<file path="config.mk">
export PLATFORM = sky130hd
export DESIGN_NAME = rob_top
export DESIGN_NICKNAME = d
export VERILOG_FILES = /design/src/rob_pkg.sv /design/src/rob_alloc.sv /design/src/rob_bank.sv /design/src/rob_retire.sv /design/src/rob_ready_table.sv /design/src/rob_top.sv
export VERILOG_INCLUDE_DIRS = /design/src
export SDC_FILE = /design/constraint.sdc
export NUM_CORES = 2
export LEC_CHECK = 0
export ABC_CLOCK_PERIOD_IN_PS = 6650
export BUFFER_PORTS_ARGS = -buffer_cell sky130_fd_sc_hd__buf_2
export CORE_MARGIN = 5
export CORE_UTILIZATION = 61
export CTS_BUF_LIST = sky130_fd_sc_hd__clkbuf_16
export DETAILED_ROUTE_END_ITERATION = 16
export HOLD_SLACK_MARGIN = 0.03
export PLACE_DENSITY_LB_ADDON = 0.05
export REMOVE_ABC_BUFFERS = 1
export SLEW_MARGIN = 20
export SYNTH_ARGS = -nofsm -noshare
export SYNTH_HDL_FRONTEND = slang
export SYNTH_HIERARCHICAL = 1
export SYNTH_SLANG_ARGS = --single-unit
</file>
<file path="constraint.sdc">
create_clock -name clk -period 6.65 [get_ports clk]
set_input_delay 0.3325 -clock clk [delete_from_list [all_inputs] [get_ports clk]]
set_output_delay 0.3325 -clock clk [all_outputs]
set_load 0.01 [all_outputs]
</file>
<file path="src/rob_settings.svh">
`ifndef ROB_SETTINGS_SVH
`define ROB_SETTINGS_SVH

// slots per cycle, one bank per slot
`define ROB_DISPATCH_WIDTH 2
`define ROB_BANK_BITS 1

// rows per bank
`define ROB_ROWS 8
`define ROB_ROW_BITS 3

`define ROB_ENTRIES (`ROB_ROWS * `ROB_DISPATCH_WIDTH)
`define ROB_PTR_BITS (`ROB_ROW_BITS + `ROB_BANK_BITS)
`define ROB_CNT_BITS (`ROB_PTR_BITS + 1)
`define ROB_RETIRE_BITS 2

// physical register file
`define ROB_PHYS_REGS 64
`define ROB_PHYS_BITS 6

`define ROB_ARCH_BITS 5
`define ROB_XLEN 32

`endif

</file>
<file path="src/rob_pkg.sv">
package rob_pkg;

  // per entry lifecycle
  typedef enum logic [1:0] {
    ST_EMPTY   = 2'd0,
    ST_PENDING = 2'd1,
    ST_DONE    = 2'd2
  } rob_entry_state_e;

endpackage

</file>
<file path="src/rob_alloc.sv">
`timescale 1ns/1ps
`include "rob_settings.svh"

module rob_alloc (
  input  logic                         clk,
  input  logic                         rst,
  input  logic                         dispatch_en        [0:`ROB_DISPATCH_WIDTH-1],
  input  logic                         flush,
  input  logic [`ROB_RETIRE_BITS-1:0]  retire_count,
  output logic [`ROB_BANK_BITS-1:0]    dispatch_bank_addr [0:`ROB_DISPATCH_WIDTH-1],
  output logic [`ROB_ROW_BITS-1:0]     dispatch_rob_addr  [0:`ROB_DISPATCH_WIDTH-1],
  output logic                         dispatch_full,
  output logic                         bank_we            [0:`ROB_DISPATCH_WIDTH-1],
  output logic [`ROB_ROW_BITS-1:0]     bank_row           [0:`ROB_DISPATCH_WIDTH-1],
  output logic [`ROB_BANK_BITS-1:0]    bank_slot_sel      [0:`ROB_DISPATCH_WIDTH-1]
);

  localparam logic [`ROB_CNT_BITS-1:0] FULL_LEVEL = `ROB_ENTRIES - `ROB_DISPATCH_WIDTH;

  logic [`ROB_PTR_BITS-1:0]    tail;
  logic [`ROB_CNT_BITS-1:0]    count;
  logic [`ROB_PTR_BITS-1:0]    alloc_pos;
  logic [`ROB_RETIRE_BITS-1:0] n_alloc;
  logic                        accept;

  // fewer than two free entries
  assign dispatch_full = count > FULL_LEVEL;
  assign accept = !dispatch_full && !flush;

  // compact enabled slots onto consecutive positions from the tail
  always_comb begin
    alloc_pos = tail;
    n_alloc = '0;
    for (int b = 0; b < `ROB_DISPATCH_WIDTH; b++) begin
      bank_we[b] = 1'b0;
      bank_row[b] = '0;
      bank_slot_sel[b] = '0;
    end
    for (int s = 0; s < `ROB_DISPATCH_WIDTH; s++) begin
      dispatch_bank_addr[s] = alloc_pos[`ROB_BANK_BITS-1:0];
      dispatch_rob_addr[s] = alloc_pos[`ROB_PTR_BITS-1:`ROB_BANK_BITS];
      if (dispatch_en[s]) begin
        if (accept) begin
          bank_we[alloc_pos[`ROB_BANK_BITS-1:0]] = 1'b1;
          bank_row[alloc_pos[`ROB_BANK_BITS-1:0]] = alloc_pos[`ROB_PTR_BITS-1:`ROB_BANK_BITS];
          bank_slot_sel[alloc_pos[`ROB_BANK_BITS-1:0]] = `ROB_BANK_BITS'(s);
          n_alloc = n_alloc + 1'b1;
        end
        alloc_pos = alloc_pos + 1'b1;
      end
    end
  end

  // tail and occupancy, both cleared by a mispredict flush
  always_ff @(posedge clk) begin
    if (rst || flush) begin
      tail <= '0;
      count <= '0;
    end else begin
      tail <= tail + `ROB_PTR_BITS'(n_alloc);
      count <= count + `ROB_CNT_BITS'(n_alloc) - `ROB_CNT_BITS'(retire_count);
    end
  end

endmodule

</file>
<file path="src/rob_bank.sv">
`timescale 1ns/1ps
`include "rob_settings.svh"

module rob_bank import rob_pkg::*; #(
  parameter int unsigned BANK_IDX = 0
) (
  input  logic                        clk,
  input  logic                        rst,
  input  logic                        flush,
  // dispatch write
  input  logic                        we,
  input  logic [`ROB_ROW_BITS-1:0]    row,
  input  logic [`ROB_PHYS_BITS-1:0]   phys_rd,
  input  logic [`ROB_ARCH_BITS-1:0]   arch_rd,
  input  logic                        is_branch,
  input  logic [`ROB_XLEN-1:0]        pc,
  input  logic [`ROB_XLEN-1:0]        instr,
  // writeback, all slots seen by every bank
  input  logic                        wb_en             [0:`ROB_DISPATCH_WIDTH-1],
  input  logic [`ROB_ROW_BITS-1:0]    wb_row            [0:`ROB_DISPATCH_WIDTH-1],
  input  logic [`ROB_BANK_BITS-1:0]   wb_sel_bank       [0:`ROB_DISPATCH_WIDTH-1],
  input  logic                        wb_branch_correct [0:`ROB_DISPATCH_WIDTH-1],
  // head read and free
  input  logic [`ROB_ROW_BITS-1:0]    head_row,
  input  logic                        free,
  output rob_entry_state_e            head_state,
  output logic [`ROB_PHYS_BITS-1:0]   head_phys_rd,
  output logic [`ROB_ARCH_BITS-1:0]   head_arch_rd,
  output logic [`ROB_XLEN-1:0]        head_pc,
  output logic [`ROB_XLEN-1:0]        head_instr,
  output logic                        head_mispredict
);

  rob_entry_state_e            state        [0:`ROB_ROWS-1];
  logic [`ROB_PHYS_BITS-1:0]   phys_rd_q    [0:`ROB_ROWS-1];
  logic [`ROB_ARCH_BITS-1:0]   arch_rd_q    [0:`ROB_ROWS-1];
  logic [`ROB_XLEN-1:0]        pc_q         [0:`ROB_ROWS-1];
  logic [`ROB_XLEN-1:0]        instr_q      [0:`ROB_ROWS-1];
  logic                        is_branch_q  [0:`ROB_ROWS-1];
  logic                        mispredict_q [0:`ROB_ROWS-1];
  logic                        wb_hit       [0:`ROB_DISPATCH_WIDTH-1];

  // writebacks aimed at this bank and a live entry
  always_comb begin
    for (int i = 0; i < `ROB_DISPATCH_WIDTH; i++) begin
      wb_hit[i] = wb_en[i] && (wb_sel_bank[i] == BANK_IDX) && (state[wb_row[i]] != ST_EMPTY);
    end
  end

  always_ff @(posedge clk) begin
    if (rst || flush) begin
      for (int r = 0; r < `ROB_ROWS; r++) begin
        state[r] <= ST_EMPTY;
      end
    end else begin
      for (int i = 0; i < `ROB_DISPATCH_WIDTH; i++) begin
        if (wb_hit[i]) begin
          state[wb_row[i]] <= ST_DONE;
        end
      end
      // commit frees the head row
      if (free) begin
        state[head_row] <= ST_EMPTY;
      end
      if (we) begin
        state[row] <= ST_PENDING;
      end
    end
  end

  always_ff @(posedge clk) begin
    for (int i = 0; i < `ROB_DISPATCH_WIDTH; i++) begin
      if (wb_hit[i]) begin
        mispredict_q[wb_row[i]] <= is_branch_q[wb_row[i]] && !wb_branch_correct[i];
      end
    end
    if (we) begin
      phys_rd_q[row] <= phys_rd;
      arch_rd_q[row] <= arch_rd;
      pc_q[row] <= pc;
      instr_q[row] <= instr;
      is_branch_q[row] <= is_branch;
      mispredict_q[row] <= 1'b0;
    end
  end

  assign head_state = state[head_row];
  assign head_phys_rd = phys_rd_q[head_row];
  assign head_arch_rd = arch_rd_q[head_row];
  assign head_pc = pc_q[head_row];
  assign head_instr = instr_q[head_row];
  assign head_mispredict = mispredict_q[head_row];

endmodule

</file>
<file path="src/rob_retire.sv">
`timescale 1ns/1ps
`include "rob_settings.svh"

module rob_retire import rob_pkg::*; (
  input  logic                         clk,
  input  logic                         rst,
  // bank heads
  input  rob_entry_state_e             head_state      [0:`ROB_DISPATCH_WIDTH-1],
  input  logic [`ROB_PHYS_BITS-1:0]    head_phys_rd    [0:`ROB_DISPATCH_WIDTH-1],
  input  logic [`ROB_ARCH_BITS-1:0]    head_arch_rd    [0:`ROB_DISPATCH_WIDTH-1],
  input  logic [`ROB_XLEN-1:0]         head_pc         [0:`ROB_DISPATCH_WIDTH-1],
  input  logic [`ROB_XLEN-1:0]         head_instr      [0:`ROB_DISPATCH_WIDTH-1],
  input  logic                         head_mispredict [0:`ROB_DISPATCH_WIDTH-1],
  output logic [`ROB_ROW_BITS-1:0]     head_row        [0:`ROB_DISPATCH_WIDTH-1],
  output logic                         free            [0:`ROB_DISPATCH_WIDTH-1],
  output logic [`ROB_RETIRE_BITS-1:0]  retire_count,
  output logic                         flush,
  // commit slots in program order
  output logic                         commit_en       [0:`ROB_DISPATCH_WIDTH-1],
  output logic [`ROB_PHYS_BITS-1:0]    commit_phys_rd  [0:`ROB_DISPATCH_WIDTH-1],
  output logic [`ROB_ARCH_BITS-1:0]    commit_arch_rd  [0:`ROB_DISPATCH_WIDTH-1],
  output logic [`ROB_XLEN-1:0]         commit_pc       [0:`ROB_DISPATCH_WIDTH-1],
  output logic [`ROB_XLEN-1:0]         commit_instr    [0:`ROB_DISPATCH_WIDTH-1]
);

  logic [`ROB_PTR_BITS-1:0]  head;
  logic [`ROB_PTR_BITS-1:0]  slot_pos  [0:`ROB_DISPATCH_WIDTH-1];
  logic [`ROB_BANK_BITS-1:0] slot_bank [0:`ROB_DISPATCH_WIDTH-1];
  logic                      in_order;

  // oldest entries: head, head+1, each in its own bank
  always_comb begin
    for (int b = 0; b < `ROB_DISPATCH_WIDTH; b++) begin
      head_row[b] = '0;
    end
    for (int s = 0; s < `ROB_DISPATCH_WIDTH; s++) begin
      slot_pos[s] = head + `ROB_PTR_BITS'(s);
      slot_bank[s] = slot_pos[s][`ROB_BANK_BITS-1:0];
      head_row[slot_bank[s]] = slot_pos[s][`ROB_PTR_BITS-1:`ROB_BANK_BITS];
    end
  end

  // commit done entries in order, stop after a mispredicted branch
  always_comb begin
    in_order = 1'b1;
    flush = 1'b0;
    retire_count = '0;
    for (int b = 0; b < `ROB_DISPATCH_WIDTH; b++) begin
      free[b] = 1'b0;
    end
    for (int s = 0; s < `ROB_DISPATCH_WIDTH; s++) begin
      commit_en[s] = in_order && (head_state[slot_bank[s]] == ST_DONE);
      free[slot_bank[s]] = commit_en[s];
      commit_phys_rd[s] = head_phys_rd[slot_bank[s]];
      commit_arch_rd[s] = head_arch_rd[slot_bank[s]];
      commit_pc[s] = head_pc[slot_bank[s]];
      commit_instr[s] = head_instr[slot_bank[s]];
      if (commit_en[s]) begin
        retire_count = retire_count + 1'b1;
        if (head_mispredict[slot_bank[s]]) begin
          flush = 1'b1;
        end
      end
      in_order = commit_en[s] && !head_mispredict[slot_bank[s]];
    end
  end

  always_ff @(posedge clk) begin
    if (rst || flush) begin
      head <= '0;
    end else begin
      head <= head + `ROB_PTR_BITS'(retire_count);
    end
  end

endmodule

</file>
<file path="src/rob_ready_table.sv">
`timescale 1ns/1ps
`include "rob_settings.svh"

module rob_ready_table (
  input  logic                        clk,
  input  logic                        rst,
  input  logic                        dispatch_en        [0:`ROB_DISPATCH_WIDTH-1],
  input  logic [`ROB_PHYS_BITS-1:0]   dispatch_phys_rd   [0:`ROB_DISPATCH_WIDTH-1],
  input  logic                        wb_en              [0:`ROB_DISPATCH_WIDTH-1],
  input  logic [`ROB_PHYS_BITS-1:0]   wb_phys_rd         [0:`ROB_DISPATCH_WIDTH-1],
  input  logic [`ROB_PHYS_BITS-1:0]   op_fetch_phys_rs1  [0:`ROB_DISPATCH_WIDTH-1],
  input  logic [`ROB_PHYS_BITS-1:0]   op_fetch_phys_rs2  [0:`ROB_DISPATCH_WIDTH-1],
  output logic                        op_fetch_rs1_valid [0:`ROB_DISPATCH_WIDTH-1],
  output logic                        op_fetch_rs2_valid [0:`ROB_DISPATCH_WIDTH-1]
);

  logic [`ROB_PHYS_REGS-1:0] ready;

  // a new producer wins over an older writeback to the same register
  always_ff @(posedge clk) begin
    if (rst) begin
      ready <= '1;
    end else begin
      for (int i = 0; i < `ROB_DISPATCH_WIDTH; i++) begin
        if (wb_en[i]) begin
          ready[wb_phys_rd[i]] <= 1'b1;
        end
      end
      for (int i = 0; i < `ROB_DISPATCH_WIDTH; i++) begin
        if (dispatch_en[i]) begin
          ready[dispatch_phys_rd[i]] <= 1'b0;
        end
      end
    end
  end

  // writeback this cycle bypasses to the read
  always_comb begin
    for (int p = 0; p < `ROB_DISPATCH_WIDTH; p++) begin
      op_fetch_rs1_valid[p] = ready[op_fetch_phys_rs1[p]];
      op_fetch_rs2_valid[p] = ready[op_fetch_phys_rs2[p]];
      for (int w = 0; w < `ROB_DISPATCH_WIDTH; w++) begin
        if (wb_en[w] && wb_phys_rd[w] == op_fetch_phys_rs1[p]) begin
          op_fetch_rs1_valid[p] = 1'b1;
        end
        if (wb_en[w] && wb_phys_rd[w] == op_fetch_phys_rs2[p]) begin
          op_fetch_rs2_valid[p] = 1'b1;
        end
      end
    end
  end

endmodule

</file>
<file path="src/rob_top.sv">
`timescale 1ns/1ps
`include "rob_settings.svh"

module rob_top import rob_pkg::*; (
  input  logic                        clk,
  input  logic                        rst,
  // dispatch
  input  logic                        dispatch_en              [0:`ROB_DISPATCH_WIDTH-1],
  input  logic [`ROB_PHYS_BITS-1:0]   dispatch_phys_rd         [0:`ROB_DISPATCH_WIDTH-1],
  input  logic [`ROB_ARCH_BITS-1:0]   dispatch_arch_rd         [0:`ROB_DISPATCH_WIDTH-1],
  input  logic                        dispatch_is_branch       [0:`ROB_DISPATCH_WIDTH-1],
  input  logic [`ROB_XLEN-1:0]        dispatch_pc              [0:`ROB_DISPATCH_WIDTH-1],
  input  logic [`ROB_XLEN-1:0]        dispatch_instr           [0:`ROB_DISPATCH_WIDTH-1],
  output logic [`ROB_BANK_BITS-1:0]   dispatch_bank_addr       [0:`ROB_DISPATCH_WIDTH-1],
  output logic [`ROB_ROW_BITS-1:0]    dispatch_rob_addr        [0:`ROB_DISPATCH_WIDTH-1],
  output logic                        dispatch_full,
  // writeback
  input  logic                        writeback_en             [0:`ROB_DISPATCH_WIDTH-1],
  input  logic [`ROB_BANK_BITS-1:0]   writeback_bank_addr      [0:`ROB_DISPATCH_WIDTH-1],
  input  logic [`ROB_ROW_BITS-1:0]    writeback_rob_addr       [0:`ROB_DISPATCH_WIDTH-1],
  input  logic [`ROB_PHYS_BITS-1:0]   writeback_phys_rd        [0:`ROB_DISPATCH_WIDTH-1],
  input  logic                        writeback_is_branch      [0:`ROB_DISPATCH_WIDTH-1],
  input  logic                        writeback_branch_correct [0:`ROB_DISPATCH_WIDTH-1],
  // commit
  output logic                        commit_en                [0:`ROB_DISPATCH_WIDTH-1],
  output logic [`ROB_PHYS_BITS-1:0]   commit_phys_rd           [0:`ROB_DISPATCH_WIDTH-1],
  output logic [`ROB_ARCH_BITS-1:0]   commit_arch_rd           [0:`ROB_DISPATCH_WIDTH-1],
  output logic [`ROB_XLEN-1:0]        commit_pc                [0:`ROB_DISPATCH_WIDTH-1],
  output logic [`ROB_XLEN-1:0]        commit_instr             [0:`ROB_DISPATCH_WIDTH-1],
  output logic                        flush,
  // operand fetch
  input  logic [`ROB_PHYS_BITS-1:0]   op_fetch_phys_rs1        [0:`ROB_DISPATCH_WIDTH-1],
  input  logic [`ROB_PHYS_BITS-1:0]   op_fetch_phys_rs2        [0:`ROB_DISPATCH_WIDTH-1],
  output logic                        op_fetch_rs1_valid       [0:`ROB_DISPATCH_WIDTH-1],
  output logic                        op_fetch_rs2_valid       [0:`ROB_DISPATCH_WIDTH-1]
);

  logic                        bank_we         [0:`ROB_DISPATCH_WIDTH-1];
  logic [`ROB_ROW_BITS-1:0]    bank_row        [0:`ROB_DISPATCH_WIDTH-1];
  logic [`ROB_BANK_BITS-1:0]   bank_slot_sel   [0:`ROB_DISPATCH_WIDTH-1];
  logic [`ROB_PHYS_BITS-1:0]   bank_phys_rd    [0:`ROB_DISPATCH_WIDTH-1];
  logic [`ROB_ARCH_BITS-1:0]   bank_arch_rd    [0:`ROB_DISPATCH_WIDTH-1];
  logic                        bank_is_branch  [0:`ROB_DISPATCH_WIDTH-1];
  logic [`ROB_XLEN-1:0]        bank_pc         [0:`ROB_DISPATCH_WIDTH-1];
  logic [`ROB_XLEN-1:0]        bank_instr      [0:`ROB_DISPATCH_WIDTH-1];
  logic                        wb_correct      [0:`ROB_DISPATCH_WIDTH-1];
  rob_entry_state_e            head_state      [0:`ROB_DISPATCH_WIDTH-1];
  logic [`ROB_PHYS_BITS-1:0]   head_phys_rd    [0:`ROB_DISPATCH_WIDTH-1];
  logic [`ROB_ARCH_BITS-1:0]   head_arch_rd    [0:`ROB_DISPATCH_WIDTH-1];
  logic [`ROB_XLEN-1:0]        head_pc         [0:`ROB_DISPATCH_WIDTH-1];
  logic [`ROB_XLEN-1:0]        head_instr      [0:`ROB_DISPATCH_WIDTH-1];
  logic                        head_mispredict [0:`ROB_DISPATCH_WIDTH-1];
  logic [`ROB_ROW_BITS-1:0]    head_row        [0:`ROB_DISPATCH_WIDTH-1];
  logic                        free            [0:`ROB_DISPATCH_WIDTH-1];
  logic [`ROB_RETIRE_BITS-1:0] retire_count;

  // route dispatch slots to banks, non-branches always resolve correct
  always_comb begin
    for (int b = 0; b < `ROB_DISPATCH_WIDTH; b++) begin
      bank_phys_rd[b] = dispatch_phys_rd[bank_slot_sel[b]];
      bank_arch_rd[b] = dispatch_arch_rd[bank_slot_sel[b]];
      bank_is_branch[b] = dispatch_is_branch[bank_slot_sel[b]];
      bank_pc[b] = dispatch_pc[bank_slot_sel[b]];
      bank_instr[b] = dispatch_instr[bank_slot_sel[b]];
      wb_correct[b] = writeback_branch_correct[b] || !writeback_is_branch[b];
    end
  end

  rob_alloc alloc0 (
    .clk, .rst, .dispatch_en, .flush, .retire_count,
    .dispatch_bank_addr, .dispatch_rob_addr, .dispatch_full,
    .bank_we, .bank_row, .bank_slot_sel
  );

  for (genvar b = 0; b < `ROB_DISPATCH_WIDTH; b++) begin : g_bank
    rob_bank #(.BANK_IDX(b)) bank0 (
      .clk, .rst, .flush,
      .we(bank_we[b]), .row(bank_row[b]), .phys_rd(bank_phys_rd[b]),
      .arch_rd(bank_arch_rd[b]), .is_branch(bank_is_branch[b]),
      .pc(bank_pc[b]), .instr(bank_instr[b]),
      .wb_en(writeback_en), .wb_row(writeback_rob_addr),
      .wb_sel_bank(writeback_bank_addr), .wb_branch_correct(wb_correct),
      .head_row(head_row[b]), .free(free[b]),
      .head_state(head_state[b]), .head_phys_rd(head_phys_rd[b]),
      .head_arch_rd(head_arch_rd[b]), .head_pc(head_pc[b]),
      .head_instr(head_instr[b]), .head_mispredict(head_mispredict[b])
    );
  end

  rob_retire retire0 (
    .clk, .rst, .head_state, .head_phys_rd, .head_arch_rd, .head_pc, .head_instr,
    .head_mispredict, .head_row, .free, .retire_count, .flush,
    .commit_en, .commit_phys_rd, .commit_arch_rd, .commit_pc, .commit_instr
  );

  rob_ready_table ready0 (
    .clk, .rst,
    .dispatch_en(bank_we), .dispatch_phys_rd(bank_phys_rd),
    .wb_en(writeback_en), .wb_phys_rd(writeback_phys_rd),
    .op_fetch_phys_rs1, .op_fetch_phys_rs2,
    .op_fetch_rs1_valid, .op_fetch_rs2_valid
  );

endmodule

</file>
After elaboration in Yosys (flattened, before gate mapping). Memories as Yosys holds them, arrays and structs flattened. Index checks and enable logic that the tools add are counted. W data, S select, Z words.

Magnitude comparators: 23. Bitwise operators: 18. Muxes and demuxes: 193. Eq/ne operators: 10. $add $sub $neg: 8. Reduce and logical (&&, ||, !) cells: 53.

Operators with widths (count): $mux W32 (24); $mux W64 (7); $and A64 B64 Y64 (2); $not A64 Y64 (2); $or A64 B64 Y64 (2); $mux W6 (16); $mux W1 (78); $mux W5 (12); $lt A6 B7 Y1 const B (8); $eq A6 B6 Y1 (8); $mux W2 (24); $mux W3 (12); $logic_and A1 B1 Y1 (31); $bmux W1 S6 (4); $demux W1 S6 (4); $ge A6 B1 Y1 const B (4); $reduce_or A2 Y1 (8); $and A6 B6 Y6 (2); $bwmux W6 (2); $demux W3 S1 (4); $ge A2 B2 Y1 const B (6); $not A1 Y2 (6); $add A4 B1 Y4 const B (2); $add A4 B2 Y4 (2); 16 further kinds (35).

Output and inout port bits: 166. Bits in writable memories: 1264. Flip-flop bits (word level): 77. Logic and storage cells: 323. Input bits: 206. Memories kept: 14.

Memories: g_bank[0].bank0.instr_q (depth 8, bits a word 32, read ports 1, clocked after Yosys merged registers in 0, write ports 1, line rob_bank.sv:38) `` logic [`ROB_XLEN-1:0] instr_q [0:`ROB_ROWS-1]; ``; g_bank[0].bank0.pc_q (depth 8, bits a word 32, read ports 1, clocked after Yosys merged registers in 0, write ports 1, line rob_bank.sv:37) `` logic [`ROB_XLEN-1:0] pc_q [0:`ROB_ROWS-1]; ``; g_bank[1].bank0.instr_q (depth 8, bits a word 32, read ports 1, clocked after Yosys merged registers in 0, write ports 1, line rob_bank.sv:38); g_bank[1].bank0.pc_q (depth 8, bits a word 32, read ports 1, clocked after Yosys merged registers in 0, write ports 1, line rob_bank.sv:37); g_bank[0].bank0.phys_rd_q (depth 8, bits a word 6, read ports 1, clocked after Yosys merged registers in 0, write ports 1, line rob_bank.sv:35) `` logic [`ROB_PHYS_BITS-1:0] phys_rd_q [0:`ROB_ROWS-1]; ``; g_bank[1].bank0.phys_rd_q (depth 8, bits a word 6, read ports 1, clocked after Yosys merged registers in 0, write ports 1, line rob_bank.sv:35); 8 more memories.

Logic depth before layout (Yosys ltp). An unclocked memory read counts as a cell.

Depth in word-level cells: 33. Depth in mapped cells: 26. Gate-level depth less buffers: 20.

Hierarchy. Netlist, hierarchy kept.

By module, submodules not included: rob_bank at g_bank[0].bank0 (times used 1, sequential area each 18738.0 sq um, area each 22992.1 sq um, cells an instance 1255); rob_bank at g_bank[1].bank0 (times used 1, sequential area each 18738.0 sq um, area each 22949.5 sq um, cells an instance 1248); rob_ready_table (times used 1, sequential area each 1281.2 sq um, area each 6436.2 sq um, cells an instance 685); rob_retire (times used 1, sequential area each 80.1 sq um, area each 2263.4 sq um, cells an instance 210); rob_top (times used 1, sequential area each 0.0 sq um, area each 2159.6 sq um, cells an instance 170); rob_alloc (times used 1, sequential area each 180.2 sq um, area each 909.6 sq um, cells an instance 118).

Worst setup path after synthesis. Ideal clock, no wire load.

Kind: register -> register. From: register retire0.head[0]. To: memory g_bank[1].bank0/arch_rd_q[3][0] (netlist bit), enable pin. Clock period less this slack: 6.258 ns. Path slack: 0.392 ns. Data arrival time: 5.828 ns. Library setup time: 0.430 ns. Stages on the path, launching flop included: 22. Path buffers: 8. Required time: 6.220 ns. Cells stage by stage: dfxtp_1 buf_6 buf_6 buf_4 nand3_1 xnor2_1 clkbuf_1 and3_1 clkbuf_1 clkbuf_1 clkbuf_1 a22oi_1 nand4_1 nand2b_1 mux2i_1 o21a_2 or2_2 buf_6 a21oi_1 nor2b_1 nand3_1 inv_1.

RTL lines: start: declaration (line rob_retire.sv:26) `` logic [`ROB_PTR_BITS-1:0] head; ``; start signal: assignment (line rob_retire.sv:72) `` head <= head + `ROB_PTR_BITS'(retire_count); ``; end: declaration (line rob_bank.sv:36) `` logic [`ROB_ARCH_BITS-1:0] arch_rd_q [0:`ROB_ROWS-1]; ``.

==> impl_metrics.tcl <==
set metrics [dict create \
    first_iter_violations 4552 \
    synth_top_family_by_area "compound AO/OA/AOI/OAI gates" \
    synth_edf_count 1216 \
    grt_pass1_wl_um 257000 \
    port_buffers 371 \
    gp_congestion 0.925 \
    startpoint_type "flip-flop" \
    drive_gt1_share_pct 24.9 \
    p_per_area_nw_per_um2 317 \
    r2r_cells 14 \
    synth.distinct_cells 75 \
    finalSetupViolCount 0 \
    dp_hpwl_um 107000 \
    die_x_um 318 \
    worst_pin_slew_ns 1.07 \
    synth-compound-area-share_pct 12.2 \
    regToRegEndpoint "g_bank[0].bank0/pc_q[7][0]" \
    yosys_warnings 6 \
    die_h_um 318 \
    cp_max_fo 37 \
    synth_largest_area_cell "edfxtp_1" \
    yosys.area_share.simple_pct 5.58 \
    grt_setup_unrepaired "false" \
    antenna_left 0 \
    cts_tree "yes" \
    layout_commonest_cell "edfxtp_1" \
    p_leak_nw 22.3 \
    syn_to_final_growth_pct 16.0 \
    syn_area_sq_um 57700 \
    clock_latency_ns 0.75 \
    cts-root-buf "clkbuf_16" \
    drv_cap 0 \
    slew_headroom_pct 28.5 \
    async_flop_share_pct 0 \
    die-area_sq_um 101000 \
    final_cell_mix "1216 x edfxtp_1, 625 x a22oi_1, 371 x buf_2, 211 x mux2_2, 189 x dlygate4sd3_1" \
    worstHoldStart "dispatch_arch_rd[8]" \
    seq_area_sq_um 39000 \
    initial_core_util_pct 61.6 \
    synthTopCellsByArea "edfxtp_1 63%, a22oi_1 8.1%, dfxtp_1 4.3%" \
    crit_required_ns 7.10 \
    io_pins 372 \
    grt_pass1_vias 39400 \
    vias 38800 \
    place_inst 5100 \
    synth_top_area_share_pct 63.3 \
    drc 0 \
    ys.flop_type "edfxtp_1" \
    slew_violations 0 \
    dr.pass1.iters 9 \
    clock.fmax_mhz 156 \
    synth_mux_area_share_pct 10.5 \
    crit-reg2reg-launch "retire0/head[0]" \
    viasPerCell 7.02 \
    hp-class "input pin to flip-flop" \
    fin_skew_ns 0.0382 \
    wl_um 176000 \
    critPathKind "flip-flop to flip-flop" \
    ys_seq_area_share_pct 67.6 \
    synthAdderAreaFrac_pct 0.464 \
    grt_max_degree 75 \
    clk_pin_slew_worst_paths_ns 0.06 \
    grt_use_total_pct 34.0 \
    hold_viol 0 \
    cts_buffer_depth 3 \
    cts_max_level 4 \
    final.setup.tns_ns 0 \
    rrSetupSlack_ns 0.24 \
    cts_setup_buffers 0 \
    stdcell_count 5533 \
    min_to "g_bank[1].bank0/arch_rd_q[0][3]" \
    cts_made_buffers 135 \
    hold_depth 2 \
    final_net_count 4397 \
    setup.worst_path.end_class "flip-flop" \
    rows 112 \
    finalCritPeriodShare_pct 96.4 \
    antennaDiodeCount 0 \
    power_mw 21.3 \
    synth-xor-area-share_pct 0.911 \
    status "finished, final reports clean" \
    fillers 5960 \
    syn_avg_cell_area_sq_um 15.7 \
    routedWlPerCell_um 31.8 \
    critPathArrivalTime_ns 6.86 \
    grt-ovfl-total 0 \
    synth-seq-cells 1341 \
    multi_input_area_sq_um 17300 \
    antenna_found_initial 0 \
    finalCriticalPeriod_ns 6.41 \
    cts.sinks 1341 \
    peakVddDrop_uv 303 \
    core_area_sq_um 93600 \
    synth_cells 3686 \
    cts_resized 0 \
]
[logic make-up after synthesis]
kind of cell,count (synthesis)
flip-flops,1341
AO/OA/AOI/OAI,957
AND/OR/NAND/NOR,550
multiplexers,430
buffers and inverters,329
XOR/XNOR,60
adder cells (fa/ha/maj),19
[cell usage after synthesis, drive strengths merged, types with 17 or more instances]
cell / count
a22oi: 625
o21bai: 64
nor2b: 39
and3b: 17
mux2: 307
nand3: 39
nor2: 57
dfxtp: 125
a221oi: 55
and2: 23
xor2: 28
xnor2: 32
nor3b: 22
o22ai: 67
inv: 39
buf: 97
nand4: 177
o21ai: 37
mux2i: 41
edfxtp: 1216
nand2: 66
mux4: 82
nor3: 23
clkbuf: 193
a21oi: 36
[report_power, final]
group / total (mW) / switching (mW) / internal, mW
logic: 3.70 / 2.29 / 1.41
clock network: 7.31 / 3.16 / 4.14
registers: 10.3 / 0.189 / 10.1
[per-stage QoR]
| step | utilization, % | area, sq um | worst slack [ns] | hold slack, ns |
|---|---|---|---|---|
| 3_5_place_dp | 64.9 | 60800 | 0.576 | 0.544 |
| 2_1_floorplan | - | 56300 | -13.69 | 0.402 |
| 4_1_cts | 71.5 | 67000 | 0.365 | 0.0314 |
| 3_3_place_gp | 64.9 | 60800 | 0.784 | 0.543 |
| 6_report | 71.5 | 67000 | 0.243 | 0.0647 |
| 5_1_grt | 71.5 | 67000 | 0.0467 | 0.0525 |
[critical path: stages, from the launching register on]
cell and delay (ns):
dfxtp_4 0.66, buf_4 0.53, nand2b_1 0.20, xnor2_1 0.22, and3b_4 0.72, a22oi_1 0.14, nand4_1 0.14, nand2b_1 0.23
mux2i_1 0.16, o21a_2 0.29, or2_2 0.39, nor3_2 0.76, buf_4 0.56, mux2_2 0.39, dlygate4sd3_1 0.66
[sequential cells by signal, summed over array words and instances (netlist names)]
name	flops
alloc0/count	5
alloc0/tail	4
g_bank.bank0/arch_rd_q	80
g_bank.bank0/instr_q	512
g_bank.bank0/is_branch_q	16
g_bank.bank0/mispredict_q	16
g_bank.bank0/pc_q	512
g_bank.bank0/phys_rd_q	96
g_bank.bank0/state	32
ready0/ready	64
retire0/head	4
[per-layer routing]
metal / GRT usage, % / routed length, um / vias to the layer above
li1: - / - / 16200
met1: 45.0 / 65300 / 19600
met2: 56.0 / 85100 / 2649
met3: 7.15 / 18500 / 406
met4: 13.2 / 6890 / 2
met5: 0.898 / 124 / -
[final cells by class]
cell class	count	share of cell area [%]
timing repair buffer	639	6.94
clock buffer	138	5.16
tap	1254	2.34
sequential	1341	58.3
multi-input combinational	2016	25.8
clock inverter	106	1.26
inverter	39	0.278
[how the worst max path moves through the flow]
stage	cells past startpoint	from	endpoint	slack [ns]
after global placement	16	retire0/head[0]	ready0/ready[41]	0.78
final	14	retire0/head[0]	g_bank[0].bank0/pc_q[7][0]	0.24
after global routing	14	retire0/head[0]	g_bank[0].bank0/pc_q[2][2]	0.05
after floorplan	14	retire0/head[0]	ready0/ready[60]	-13.69
after detailed placement	16	retire0/head[0]	ready0/ready[41]	0.58
after CTS	14	retire0/head[0]	g_bank[0].bank0/arch_rd_q[6][2]	0.36
[repair_timing]
item / in CTS / in global routing
endpoints found under the hold margin: 957 / 0
endpoints found under the setup margin: 0 / 0
hold buffers: 189 / 0
Note: power is estimated with default switching activity, not from simulation.
